[src/ctl_bus_pkg.sv]
// host bus package: command widths, control address map and cfg0 layout
`default_nettype none

package ctl_bus_pkg;

  // host command address and data words
  typedef logic [31:0] bus_addr_t;
  typedef logic [31:0] bus_data_t;

  // byte selects, bit 0 gates array writes
  typedef logic [3:0] bus_sel_t;

  // region field lives in address bits 15:12
  localparam bus_addr_t ADDR_MASK   = 32'h0000_F000;

  // array configuration port region
  localparam bus_addr_t CFG_REGION  = 32'h0000_E000;

  // bist control and status region
  localparam bus_addr_t BIST_REGION = 32'h0000_F000;

  // cfg0 offset inside the control space, region bits ignored
  localparam bus_addr_t CFG0_OFFSET = 32'h0000_0000;

  // cfg0 layout
  //   31:3  reserved, stored but unused
  //    2:0  read wait cycles after the command cycle
  localparam bus_data_t CFG0_RESET  = 32'h0000_0001;

  // width of the read wait field at the bottom of cfg0
  localparam int WAIT_W = 3;

  // wait count loaded into the read sequencer
  typedef logic [WAIT_W-1:0] wait_t;

endpackage

`default_nettype wire

[src/ra_port_pkg.sv]
// register array port package: port widths, row fields, read types and sequencer states
`default_nettype none

package ra_port_pkg;

  // row address width of every array port
  localparam int ROW_W = 5;

  typedef logic [ROW_W-1:0] row_addr_t;

  // one array port word
  typedef logic [31:0] ra_data_t;

  // half word, used by the paired lo/hi reads
  localparam int HALF_W = 16;

  // row fields inside the command address
  // r0 and w0 row sits at the bottom, r1 row above it
  localparam int R0_ROW_LSB = 0;
  localparam int R1_ROW_LSB = 6;

  // read type field in address bits 15:14
  localparam int RD_TYPE_LSB = 14;
  localparam int RD_TYPE_W   = 2;

  // which ports a plain array read uses
  typedef enum logic [RD_TYPE_W-1:0] {
    RD_R0 = 2'd0,
    RD_R1 = 2'd1,
    RD_LO = 2'd2,
    RD_HI = 2'd3
  } rd_type_e;

  // read sequencer states, one per read target
  typedef enum logic [2:0] {
    S_IDLE, S_CFG0, S_BIST, S_ACFG, S_R0, S_R1, S_LO, S_HI
  } seq_state_e;

endpackage

`default_nettype wire

[src/ctl_cmd_route.sv]
// command router: decodes host commands, holds cfg0 and drives the array ports
`timescale 1ns/1ps
`default_nettype none

module ctl_cmd_route (
  input  wire                           clk,
  input  wire                           rst,
  input  wire                           ctl_cmd_val,
  input  wire                           ra0_cmd_val,
  input  wire ctl_bus_pkg::bus_addr_t   cmd_adr,
  input  wire                           cmd_we,
  input  wire ctl_bus_pkg::bus_sel_t    cmd_sel,
  input  wire ctl_bus_pkg::bus_data_t   cmd_dat,
  input  wire                           seq_busy,
  output logic                          rd_start,
  output ra_port_pkg::seq_state_e       rd_src,
  output ctl_bus_pkg::bus_data_t        cfg0_q,
  output ctl_bus_pkg::wait_t            cfg0_wait,
  output logic                          ra0_cfg_wr,
  output ra_port_pkg::ra_data_t         ra0_cfg_wdat,
  output ra_port_pkg::ra_data_t         ra0_bist_ctl,
  output logic                          ra0_r0_enb,
  output ra_port_pkg::row_addr_t        ra0_r0_adr,
  output logic                          ra0_r1_enb,
  output ra_port_pkg::row_addr_t        ra0_r1_adr,
  output logic                          ra0_w0_enb,
  output ra_port_pkg::row_addr_t        ra0_w0_adr,
  output ra_port_pkg::ra_data_t         ra0_w0_dat
);

  logic                     ctl_acc;
  logic                     ra_acc;
  logic                     adr_bist;
  logic                     adr_cfg;
  logic                     special;
  logic                     cfg0_hit;
  ctl_bus_pkg::bus_addr_t   region;
  ra_port_pkg::rd_type_e    rd_type;
  ra_port_pkg::row_addr_t   row_lo;
  ra_port_pkg::row_addr_t   row_hi;

  // strobes are dropped while a read is still in flight
  assign ctl_acc = ctl_cmd_val & ~seq_busy;
  assign ra_acc  = ra0_cmd_val & ~seq_busy;

  // region decode on address bits 15:12
  assign region   = cmd_adr & ctl_bus_pkg::ADDR_MASK;
  assign adr_bist = region == (ctl_bus_pkg::BIST_REGION & ctl_bus_pkg::ADDR_MASK);
  assign adr_cfg  = region == (ctl_bus_pkg::CFG_REGION & ctl_bus_pkg::ADDR_MASK);
  assign special  = adr_bist | adr_cfg;

  // cfg0 sits at the offset with the region bits masked off
  assign cfg0_hit = (cmd_adr & ~ctl_bus_pkg::ADDR_MASK) == ctl_bus_pkg::CFG0_OFFSET;

  always_ff @(posedge clk) begin
    if (rst) begin
      cfg0_q <= ctl_bus_pkg::CFG0_RESET;
    end else if (ctl_acc & cmd_we & cfg0_hit) begin
      cfg0_q <= cmd_dat;
    end
  end

  // read wait field for the sequencer
  assign cfg0_wait = cfg0_q[ctl_bus_pkg::WAIT_W-1:0];

  // read type and the two row fields of the address
  assign rd_type = ra_port_pkg::rd_type_e'(
      cmd_adr[ra_port_pkg::RD_TYPE_LSB +: ra_port_pkg::RD_TYPE_W]);
  assign row_lo  = cmd_adr[ra_port_pkg::R0_ROW_LSB +: ra_port_pkg::ROW_W];
  assign row_hi  = cmd_adr[ra_port_pkg::R1_ROW_LSB +: ra_port_pkg::ROW_W];

  // special region writes, bist ctl is zero when idle
  assign ra0_bist_ctl = (ra_acc & cmd_we & adr_bist) ? cmd_dat : '0;
  assign ra0_cfg_wr   = ra_acc & cmd_we & adr_cfg;
  assign ra0_cfg_wdat = cmd_dat;

  // plain write, byte select 0 gates the port
  assign ra0_w0_enb = ra_acc & cmd_we & ~special & cmd_sel[0];
  assign ra0_w0_adr = row_lo;
  assign ra0_w0_dat = cmd_dat;

  // plain reads enable only the ports whose data comes back
  // r0 for r0, lo and hi; r1 for r1, lo and hi
  assign ra0_r0_enb = ra_acc & ~cmd_we & ~special & (rd_type != ra_port_pkg::RD_R1);
  assign ra0_r1_enb = ra_acc & ~cmd_we & ~special & (rd_type != ra_port_pkg::RD_R0);
  assign ra0_r0_adr = row_lo;
  // single r1 read takes its row from the low field
  assign ra0_r1_adr = (rd_type == ra_port_pkg::RD_R1) ? row_lo : row_hi;

  // any accepted read starts the sequencer
  assign rd_start = (ctl_acc | ra_acc) & ~cmd_we;

  // read target for the sequencer
  always_comb begin
    rd_src = ra_port_pkg::S_IDLE;
    if (adr_bist) begin
      rd_src = ra_port_pkg::S_BIST;
    end else if (adr_cfg) begin
      rd_src = ra_port_pkg::S_ACFG;
    end else if (ctl_cmd_val) begin
      rd_src = ra_port_pkg::S_CFG0;
    end else begin
      case (rd_type)
        ra_port_pkg::RD_R0: rd_src = ra_port_pkg::S_R0;
        ra_port_pkg::RD_R1: rd_src = ra_port_pkg::S_R1;
        ra_port_pkg::RD_LO: rd_src = ra_port_pkg::S_LO;
        default:            rd_src = ra_port_pkg::S_HI;
      endcase
    end
  end

endmodule

`default_nettype wire

[src/ctl_read_seq.sv]
// read sequencer: waits the programmed cycles, then acks one read word
`timescale 1ns/1ps
`default_nettype none

module ctl_read_seq (
  input  wire                           clk,
  input  wire                           rst,
  input  wire                           rd_start,
  input  wire ra_port_pkg::seq_state_e  rd_src,
  input  wire ctl_bus_pkg::wait_t       cfg0_wait,
  input  wire ctl_bus_pkg::bus_data_t   cfg0_q,
  input  wire ra_port_pkg::ra_data_t    ra0_r0_dat,
  input  wire ra_port_pkg::ra_data_t    ra0_r1_dat,
  input  wire ra_port_pkg::ra_data_t    ra0_bist_status,
  input  wire ra_port_pkg::ra_data_t    ra0_cfg_rdat,
  output logic                          seq_busy,
  output logic                          rd_ack,
  output ctl_bus_pkg::bus_data_t        rd_dat
);

  ra_port_pkg::seq_state_e  state_q;
  ra_port_pkg::seq_state_e  state_d;
  ctl_bus_pkg::wait_t       wait_q;
  ctl_bus_pkg::wait_t       wait_d;
  logic                     wait_done;

  // one read in flight at a time
  assign seq_busy = state_q != ra_port_pkg::S_IDLE;

  // counter has run out, data can be returned this cycle
  assign wait_done = wait_q == '0;

  // ack in the target state once the count reaches zero
  assign rd_ack = seq_busy & wait_done;

  // state register
  always_ff @(posedge clk) begin
    if (rst) begin
      state_q <= ra_port_pkg::S_IDLE;
    end else begin
      state_q <= state_d;
    end
  end

  // wait down-counter
  always_ff @(posedge clk) begin
    if (rst) begin
      wait_q <= '0;
    end else begin
      wait_q <= wait_d;
    end
  end

  // next state
  // idle jumps straight to the target named by the router
  // every target state behaves the same, only the data select differs
  always_comb begin
    state_d = state_q;
    case (state_q)
      ra_port_pkg::S_IDLE: begin
        if (rd_start) begin
          state_d = rd_src;
        end
      end
      default: begin
        // ack cycle closes the read
        if (wait_done) begin
          state_d = ra_port_pkg::S_IDLE;
        end
      end
    endcase
  end

  // next count
  // load the wait field with the command, then count down to zero
  always_comb begin
    wait_d = wait_q;
    if (!seq_busy) begin
      if (rd_start) begin
        wait_d = cfg0_wait;
      end
    end else if (!wait_done) begin
      wait_d = wait_q - 1'b1;
    end
  end

  // read data select by target state
  // lo and hi pack the r1 half above the r0 half
  // array ports are held by the array, so the select is just a mux
  always_comb begin
    case (state_q)
      ra_port_pkg::S_R0: begin
        rd_dat = ra0_r0_dat;
      end
      ra_port_pkg::S_R1: begin
        rd_dat = ra0_r1_dat;
      end
      ra_port_pkg::S_LO: begin
        rd_dat = {ra0_r1_dat[ra_port_pkg::HALF_W-1:0],
                  ra0_r0_dat[ra_port_pkg::HALF_W-1:0]};
      end
      ra_port_pkg::S_HI: begin
        rd_dat = {ra0_r1_dat[2*ra_port_pkg::HALF_W-1:ra_port_pkg::HALF_W],
                  ra0_r0_dat[2*ra_port_pkg::HALF_W-1:ra_port_pkg::HALF_W]};
      end
      ra_port_pkg::S_CFG0: begin
        rd_dat = cfg0_q;
      end
      ra_port_pkg::S_BIST: begin
        rd_dat = ra0_bist_status;
      end
      ra_port_pkg::S_ACFG: begin
        rd_dat = ra0_cfg_rdat;
      end
      default: begin
        // idle, nothing to return
        rd_dat = '0;
      end
    endcase
  end

endmodule

`default_nettype wire

[src/sram_ctl.sv]
// register file test chip controller: host command routing plus read sequencing
`timescale 1ns/1ps
`default_nettype none

module sram_ctl (
  input  wire                           clk,
  input  wire                           rst,

  // host command side
  input  wire                           ctl_cmd_val,
  input  wire                           ra0_cmd_val,
  input  wire ctl_bus_pkg::bus_addr_t   cmd_adr,
  input  wire                           cmd_we,
  input  wire ctl_bus_pkg::bus_sel_t    cmd_sel,
  input  wire ctl_bus_pkg::bus_data_t   cmd_dat,
  output wire                           rd_ack,
  output wire ctl_bus_pkg::bus_data_t   rd_dat,

  // array side
  output wire                           ra0_cfg_wr,
  input  wire ra_port_pkg::ra_data_t    ra0_cfg_rdat,
  output wire ra_port_pkg::ra_data_t    ra0_cfg_wdat,
  output wire ra_port_pkg::ra_data_t    ra0_bist_ctl,
  input  wire ra_port_pkg::ra_data_t    ra0_bist_status,
  output wire                           ra0_r0_enb,
  output wire ra_port_pkg::row_addr_t   ra0_r0_adr,
  input  wire ra_port_pkg::ra_data_t    ra0_r0_dat,
  output wire                           ra0_r1_enb,
  output wire ra_port_pkg::row_addr_t   ra0_r1_adr,
  input  wire ra_port_pkg::ra_data_t    ra0_r1_dat,
  output wire                           ra0_w0_enb,
  output wire ra_port_pkg::row_addr_t   ra0_w0_adr,
  output wire ra_port_pkg::ra_data_t    ra0_w0_dat
);

  // router to sequencer
  wire                          rd_start;
  wire ra_port_pkg::seq_state_e rd_src;
  wire ctl_bus_pkg::bus_data_t  cfg0_q;
  wire ctl_bus_pkg::wait_t      cfg0_wait;
  // sequencer back to router
  wire                          seq_busy;

  // decode, cfg0 and array port drive
  ctl_cmd_route u_route (
    .clk          (clk),
    .rst          (rst),
    .ctl_cmd_val  (ctl_cmd_val),
    .ra0_cmd_val  (ra0_cmd_val),
    .cmd_adr      (cmd_adr),
    .cmd_we       (cmd_we),
    .cmd_sel      (cmd_sel),
    .cmd_dat      (cmd_dat),
    .seq_busy     (seq_busy),
    .rd_start     (rd_start),
    .rd_src       (rd_src),
    .cfg0_q       (cfg0_q),
    .cfg0_wait    (cfg0_wait),
    .ra0_cfg_wr   (ra0_cfg_wr),
    .ra0_cfg_wdat (ra0_cfg_wdat),
    .ra0_bist_ctl (ra0_bist_ctl),
    .ra0_r0_enb   (ra0_r0_enb),
    .ra0_r0_adr   (ra0_r0_adr),
    .ra0_r1_enb   (ra0_r1_enb),
    .ra0_r1_adr   (ra0_r1_adr),
    .ra0_w0_enb   (ra0_w0_enb),
    .ra0_w0_adr   (ra0_w0_adr),
    .ra0_w0_dat   (ra0_w0_dat)
  );

  // wait, ack and read data return
  ctl_read_seq u_seq (
    .clk             (clk),
    .rst             (rst),
    .rd_start        (rd_start),
    .rd_src          (rd_src),
    .cfg0_wait       (cfg0_wait),
    .cfg0_q          (cfg0_q),
    .ra0_r0_dat      (ra0_r0_dat),
    .ra0_r1_dat      (ra0_r1_dat),
    .ra0_bist_status (ra0_bist_status),
    .ra0_cfg_rdat    (ra0_cfg_rdat),
    .seq_busy        (seq_busy),
    .rd_ack          (rd_ack),
    .rd_dat          (rd_dat)
  );

endmodule

`default_nettype wire

[config.mk]
export PLATFORM = sky130hd
export DESIGN_NAME = sram_ctl
export DESIGN_NICKNAME = d
export VERILOG_FILES = /design/src/ctl_bus_pkg.sv /design/src/ra_port_pkg.sv /design/src/ctl_cmd_route.sv /design/src/ctl_read_seq.sv /design/src/sram_ctl.sv
export SDC_FILE = /design/constraint.sdc
export NUM_CORES = 1
export LEC_CHECK = 0
export BUFFER_PORTS_ARGS = -buffer_cell sky130_fd_sc_hd__buf_2
export CORE_AREA = 2 2 137 139
export CTS_BUF_LIST = sky130_fd_sc_hd__clkbuf_8
export CTS_CLUSTER_SIZE = 25
export DETAILED_ROUTE_END_ITERATION = 6
export DIE_AREA = 0 0 139 141
export SLEW_MARGIN = 20
export SYNTH_ARGS = -nofsm -noshare
export SYNTH_HDL_FRONTEND = slang
export SYNTH_SLANG_ARGS = --single-unit
[constraint.sdc]
create_clock -name clk -period 2 [get_ports clk]
set_input_delay 0.2 -clock clk [delete_from_list [all_inputs] [get_ports clk]]
set_output_delay 0.2 -clock clk [all_outputs]
set_load 0.02 [all_outputs]
==> impl_metrics.py, run 1 <==
metrics = {
    "outcome": {
        "status": "finished, violations left",
        "failed_checks": "negative setup slack",
    },
    "power_and_ir_drop": {
        "pwr-share-seq_pct": 25.7,
        "vdd_ir_drop_max_mv": 0.2298,
        "p_comb_share_pct": 47.9,
        "internal-power_mw": 1.910,
        "power_density_nw_per_um2": 460.7,
        "post-layout-total-power_mw": 3.076,
        "power.net_switching_mw": 1.166,
        "clock_power_share_pct": 26.5,
        "netSwitchingFraction_pct": 37.90,
        "power_leakage_nw": 2.972,
    },
    "sta": {
        "unrepaired_setup_endpoints_after_global_routing": "true",
        "finClkSkew_ps": 8.309,
        "hold_violations": 0,
        "fin_crit_sh_pct": 104.1,
        "finish_stage_setup_viols": 38,
        "max_clock_freq_mhz": 480.4,
        "period_minus_slack_ps": 2081,
        "slew_violations": 0,
        "timing_worst_slew_pin_value_ps": 756.6,
        "final_critical_path_setup_slack_ps": -81.48,
        "timing.max_slew.rel_slack_pct": 49.56,
    },
    "critical_path": {
        "worstSetupStartpointType": "register",
        "setup.worst_path.end_class": "output pin",
        "crit_buf_inv": 3,
        "timing.critical_path.cells": "buf_12 > nor3_4 > nand4_1 > nor2_4 > buf_12 > and2_1 > buf_6",
        "worst_path_largest_cell_delay_ps": 390,
        "timing.setup.critical_path_class": "reg -> out",
        "crit_family": "simple AND/OR/NAND/NOR gates",
        "crit_path_top_delay_cell": "dfxtp_4",
        "crit_top_cell": "buf_12",
        "required_ps": 1800,
        "critPathMaxFanout": 23,
        "crit_arrival_ps": 1880,
    },
    "route": {
        "remaining_drc_errors": 0,
        "drtIter0Drc": 268,
        "detailedRoute.firstPassIterationCount": 6,
        "detail_route.wl_per_cell_um": 18.72,
        "wl_um": 20060,
        "avgViaCountPerCell": 4.981,
        "ant_nets": 0,
        "dr_total_vias": 5340,
    },
    "layout": {
        "filler_cell_count": 1885,
        "syn2layout_area_growth_pct": 56.60,
        "post_route_cells_drive_above_1_share_pct": 59.14,
        "seq_area_um2": 772.0,
        "stdcell_count": 1072,
        "number_of_nets_in_the_layout": 1039,
        "multiInputGateArea_um2": 2969,
    },
    "place": {
        "dp.cells": 1048,
        "placement.setup.worst_slack_ps": 136.8,
        "place.port_buffers": 345,
        "post-dp-hpwl_um": 15840,
        "place_congestion": 0.8505,
    },
    "synth": {
        "synth.yosys.seq_area_share_pct": 17.84,
        "net_count_of_the_mapped_netlist": 771,
        "ys_warn_count": 0,
        "register_bit_count_reported_by_yosys": 38,
        "synth.lib_cells_used.distinct": 47,
        "cell_area_after_technology_mapping_um2": 4264,
        "post_synth_inst_count": 568,
        "ys_dominant_reg_cell": "dfxtp_1",
        "syn-mean-instance-area_um2": 7.507,
        "synth_enable_flop_cells": 0,
        "ys_async_sr_fraction_pct": 0,
    },
    "min_path": {
        "hold_path.class": "in -> reg",
    },
    "clock_tree": {
        "cts_root_buffer": "clkbuf_8",
        "cts_tree": "yes",
        "clk_pin_slew_ps": 90,
        "ctsLongestPathBuffers": 2,
        "cts_made_buffers": 5,
        "clock_tree.htree_level_count": 2,
        "latest_clock_arrival_within_the_worst_skew_pair_ps": 300,
        "numClockSinks": 38,
    },
    "job": {
        "drv_cap": 0,
    },
    "floorplan": {
        "floorplan.rows": 50,
        "die_height_um": 141,
        "core_box_area_um2": 18270,
        "start_util_pct": 23.34,
        "io_pins": 349,
        "floorplan.die_area_um2": 19600,
        "floorplan.die.width_um": 139,
    },
    "global_routing": {
        "grt_use_total_pct": 18.83,
        "grt_pass1_wl_um": 28480,
        "number_of_global_route_vias_before_repair": 4851,
        "grt_max_degree": 39,
        "grt.overflow.total": 0,
        "number_of_antenna_violations_at_the_first_check_in_global_routing": 4,
    },
}
-- metal layers --
layer  up-vias  global-route usage [%]  wire length [µm]
li1       2577                       -                 -
met5         -                       0                40
met2       278                   31.79              9564
met4         6                   3.775               249
met1      2459                   24.67              8669
met3        20                   4.450              1540
-- per-stage QoR --
step / setup TNS, ps / utilization [%] / cell area, µm² / hold WS (ps)
floorplan: 0 / - / 4264 / 354.3
global placement: 0 / 31.67 / 5786 / 450.8
detailed placement: 0 / 31.67 / 5786 / 457.4
CTS: -2718 / 33.99 / 6208 / 162.4
global route: -6242 / 36.54 / 6675 / 176.9
finish: -1435 / 36.55 / 6678 / 181.3
-- cell usage after synthesis, drive strengths merged (5+ instances only) --
cell type    n  area (µm²)
o211ai       5       37.54
mux2i       20       200.2
nor2        20       75.07
a21oi       43       215.2
inv          8       30.03
nor2b        7       43.79
buf        102       724.4
dfxtp       38       760.7
and2        33       206.5
nand2       45       168.9
a22oi       16       120.1
o221ai       5       43.79
o21ai       17       85.08
a31oi       14       87.58
nand4       33       206.5
a221oi      19       166.4
o31ai       31       232.7
nor4         7       43.79
clkbuf      31       120.1
nand3        7       40.04
mux2        35       394.1
-- power by group through the flow --
stage	clock (mW)	sequential, mW	combinational, mW
final	0.814	0.789	1.47
after global routing	0.877	0.792	1.58
after CTS	0.854	0.790	1.33
after detailed placement	0	0.810	1.27
after global placement	0	0.810	1.27
after floorplan	0	0.794	0.805
-- worst min-delay path, stage by stage --
cell and delay (ps):
buf_2 120, nand4_1 70, a21oi_1 60
-- cell usage in the layout (no fill, tap or decap), types with 4 or more instances in the layout --
| cell | instances |
|---|---|
| clkbuf_8 | 5 |
| a22oi_1 | 12 |
| mux2i_4 | 4 |
| buf_12 | 12 |
| a31oi_1 | 13 |
| dfxtp_1 | 35 |
| mux2i_1 | 13 |
| o21ai_1 | 5 |
| nor2_1 | 17 |
| mux2_2 | 29 |
| inv_1 | 7 |
| nand4_1 | 33 |
| buf_2 | 304 |
| buf_6 | 27 |
| o21ai_0 | 12 |
| buf_4 | 49 |
| a22oi_2 | 4 |
| o31ai_1 | 31 |
| and2_1 | 29 |
| nand2_1 | 43 |
| a21oi_1 | 41 |
| nor2b_1 | 5 |
| and2_4 | 4 |
| nor4_1 | 7 |
| nand3_2 | 4 |
| a221oi_2 | 14 |
| o211ai_1 | 5 |
| mux2_4 | 6 |
-- cell families (layout without fill, tap and decap cells) --
logic type / after synthesis / in the layout / synth area share (%)
mux: 55 / 55 / 13.94
flops: 38 / 38 / 17.84
simple gates: 166 / 166 / 20.86
fa+ha+maj: 2 / 2 / 0.5868
compound gates: 166 / 166 / 26.26
buf+inv: 141 / 410 / 20.51
other cells: 0 / 1 / 0
-- sequential cells by signal (all words and copies together) (netlist names) --
register        flops
u_seq.wait_q        3
u_seq.state_q       3
u_route.cfg0_q     32
-- what timing repair did --
action | in CTS | in global routing
resized for setup | 71 | 80
gates cloned | 0 | 1
setup buffers | 5 | 9
pin swaps | 1 | 10
hold buffers | 0 | 0
setup endpoints to repair | 62 | 67
-- worst paths after layout --
| check | start | to | slack, ps | cells after the start |
|---|---|---|---|---|
| worst min-delay path | cmd_dat[11] | u_route.cfg0_q[11] | 180 | 3 |
| worst max register to register | u_seq.state_q[1] | u_seq.wait_q[0] | 220 | 6 |
| worst min register to register | u_route.cfg0_q[29] | u_route.cfg0_q[29] | 470 | 2 |
| worst max-delay path | u_seq.state_q[1] | ra0_bist_ctl[14] | -80 | 7 |
-- cell type report --
type                            instances  area share (%)
Antenna cell                            1         0.03747
Clock buffer                            5           1.031
Clock inverter                          3           1.031
Inverter                                8          0.4497
Multi-Input combinational cell        389           44.46
Sequential cell                        38           11.56
Tap cell                              234           4.384
Timing Repair Buffer                  394           37.04
(Power assumes the default switching activity.)
==> inputs of run 2 (changes only) <==
--- a/config.mk
+++ b/config.mk
@@ -11,6 +11,7 @@
 export CTS_CLUSTER_SIZE = 25
 export DETAILED_ROUTE_END_ITERATION = 6
 export DIE_AREA = 0 0 139 141
+export SKIP_CTS_REPAIR_TIMING = 1
 export SLEW_MARGIN = 20
 export SYNTH_ARGS = -nofsm -noshare
 export SYNTH_HDL_FRONTEND = slang
==> constraint.sdc (replaced) <==
create_clock -name clk -period 2 [get_ports clk]
set_input_delay 0.2 -clock clk [delete_from_list [all_inputs] [get_ports clk]]
set_output_delay 0.2 -clock clk [all_outputs]
set_load 0.005 [all_outputs]
==> impl_metrics.py, run 2 (same netlist as run 1, synthesis figures left out) <==
metrics = {
    "critical_path": {
        "worst_path_largest_cell_delay_ps": 370,
        "timing.rr.end": "u_seq.wait_q[0]",
        "setup.worst_path.end_class": "output pin",
        "rr_worst_depth": 6,
        "rr_startpoint": "u_seq.state_q[1]",
        "critPathMaxFanout": 6,
        "worstSetupStartpoint": "u_seq.state_q[1]",
        "required_ps": 1800,
        "crit_family": "simple AND/OR/NAND/NOR gates",
        "setup.reg_to_reg.worst_slack_ps": 210,
        "crit_buf_inv": 4,
        "timing.critical_path.cells": "buf_6 > nor3_4 > nand4_1 > nor2_4 > buf_12 > clkbuf_16 > and2_1 > buf_2",
        "worstSetupStartpointType": "register",
        "timing.setup.critical_path_class": "reg -> out",
        "crit_path_top_delay_cell": "dfxtp_4",
        "crit_arrival_ps": 2000,
    },
    "floorplan": {
        "core_box_area_um2": 18270,
        "io_pins": 349,
        "start_util_pct": 23.34,
        "floorplan.die.width_um": 139,
        "floorplan.die_area_um2": 19600,
        "floorplan.rows": 50,
        "die_height_um": 141,
    },
    "layout": {
        "stdcell_count": 1095,
        "layout_common_cells": "buf_2 (319), nand2_1 (44), a21oi_1 (42), buf_6 (39), buf_4 (38)",
        "largest_register_ffs": 32,
        "multiInputGateArea_um2": 3067,
        "number_of_nets_in_the_layout": 1060,
        "post_route_cells_drive_above_1_share_pct": 62.94,
        "largestRegisters": "u_route.cfg0_q x32, u_seq.state_q x3, u_seq.wait_q x3",
        "syn2layout_area_growth_pct": 64.44,
        "layout.cells.most_common": "buf_2",
        "top_register": "u_route.cfg0_q",
        "final_util_pct": 38.38,
        "filler_cell_count": 1894,
        "seq_area_um2": 772.0,
    },
    "place": {
        "place.port_buffers": 345,
        "post-dp-hpwl_um": 16160,
        "place_congestion": 0.8968,
        "placement.setup.worst_slack_ps": 130.7,
        "dp.cells": 1053,
    },
    "sta": {
        "slew_violations": 0,
        "fin_crit_sh_pct": 110.2,
        "timing_worst_slew_pin_value_ps": 521.0,
        "finClkSkew_ps": 7.244,
        "unrepaired_setup_endpoints_after_global_routing": "true",
        "hold_violations": 0,
        "finalSetupTns_ps": -5640,
        "max_clock_freq_mhz": 453.7,
        "period_minus_slack_ps": 2204,
        "final_critical_path_setup_slack_ps": -204.1,
        "finish_stage_setup_viols": 43,
        "timing.max_slew.rel_slack_pct": 65.27,
    },
    "min_path": {
        "min_path_cells": 3,
        "hold_path_startpoint": "cmd_dat[11]",
        "end_of_the_worst_hold_path": "u_route.cfg0_q[11]",
        "hold_path.class": "in -> reg",
    },
    "clock_tree": {
        "cts_made_buffers": 5,
        "numClockSinks": 38,
        "ctsLongestPathBuffers": 2,
        "latest_clock_arrival_within_the_worst_skew_pair_ps": 300,
        "clock_tree.htree_level_count": 2,
        "clk_pin_slew_ps": 90,
        "cts_tree": "yes",
        "cts_root_buffer": "clkbuf_8",
    },
    "power_and_ir_drop": {
        "vdd_ir_drop_max_mv": 0.2578,
        "power_density_nw_per_um2": 420.9,
        "post-layout-total-power_mw": 2.951,
        "power_leakage_nw": 3.144,
    },
    "route": {
        "detail_route.wl_per_cell_um": 19.54,
        "dr_total_vias": 5503,
        "detailedRoute.firstPassIterationCount": 5,
        "wl_um": 21400,
        "ant_nets": 0,
        "avgViaCountPerCell": 5.026,
        "drtIter0Drc": 340,
        "remaining_drc_errors": 0,
    },
    "global_routing": {
        "grt_max_degree": 33,
        "number_of_antenna_violations_at_the_first_check_in_global_routing": 3,
        "grt_pass1_wl_um": 28540,
        "grt.overflow.total": 0,
        "grt_use_total_pct": 18.89,
        "number_of_global_route_vias_before_repair": 4741,
    },
    "outcome": {
        "failed_checks": "negative setup slack",
        "status": "finished, violations left",
    },
    "job": {
        "drv_cap": 0,
    },
}
run 2: final cells by class:
cell class              count  area share [%]
inverters                   8          0.4818
repair buffers            415           38.53
well taps                 234           4.176
clock inverters             3          0.9814
diodes                      3          0.1071
multi-input cells         389           43.74
flip-flops and latches     38           11.01
clock buffers               5          0.9814
run 2: worst register-to-register path, delay by kind of cell, from the launching register on:
kind	cells	cell delay, ps
AOI/OAI and AO/OA	2	420
DFF	1	370
buffers and inverters	2	310
and+or+nand+nor	1	250
muxes	1	340
run 2: through the flow:
stage | hold slack, ps | cell area (µm²)
6_report | 178.9 | 7012
5_1_grt | 175.3 | 7004
4_1_cts | 157.5 | 5948
3_5_place_dp | 457.6 | 5811
3_3_place_gp | 452.3 | 5811
2_1_floorplan | 354.3 | 4264
run 2: per-layer routing:
| metal | vias to the layer above | track usage [%] | wire length (µm) |
|---|---|---|---|
| met5 | - | 0 | 27 |
| met3 | 19 | 3.736 | 1483 |
| li1 | 2624 | - | - |
| met1 | 2543 | 25.27 | 9288 |
| met2 | 313 | 31.53 | 10390 |
| met4 | 4 | 4.253 | 206 |
run 2: worst max-delay path by stage:
stage               cells past startpoint  slack (ps)               end
floorplan                               7         350         rd_dat[0]
global placement                        5         130        rd_dat[12]
detailed placement                      5         130        rd_dat[12]
CTS                                     5        -210        rd_dat[12]
global route                            8        -290  ra0_bist_ctl[20]
finish                                  8        -200  ra0_bist_ctl[20]
run 2: where the power goes:
part / leakage [nW] / total, mW / switching, mW / internal, mW
sequential: 0.309 / 0.788 / 0.0182 / 0.770
clock: 0.0684 / 0.822 / 0.322 / 0.500
combinational: 2.77 / 1.34 / 0.665 / 0.677
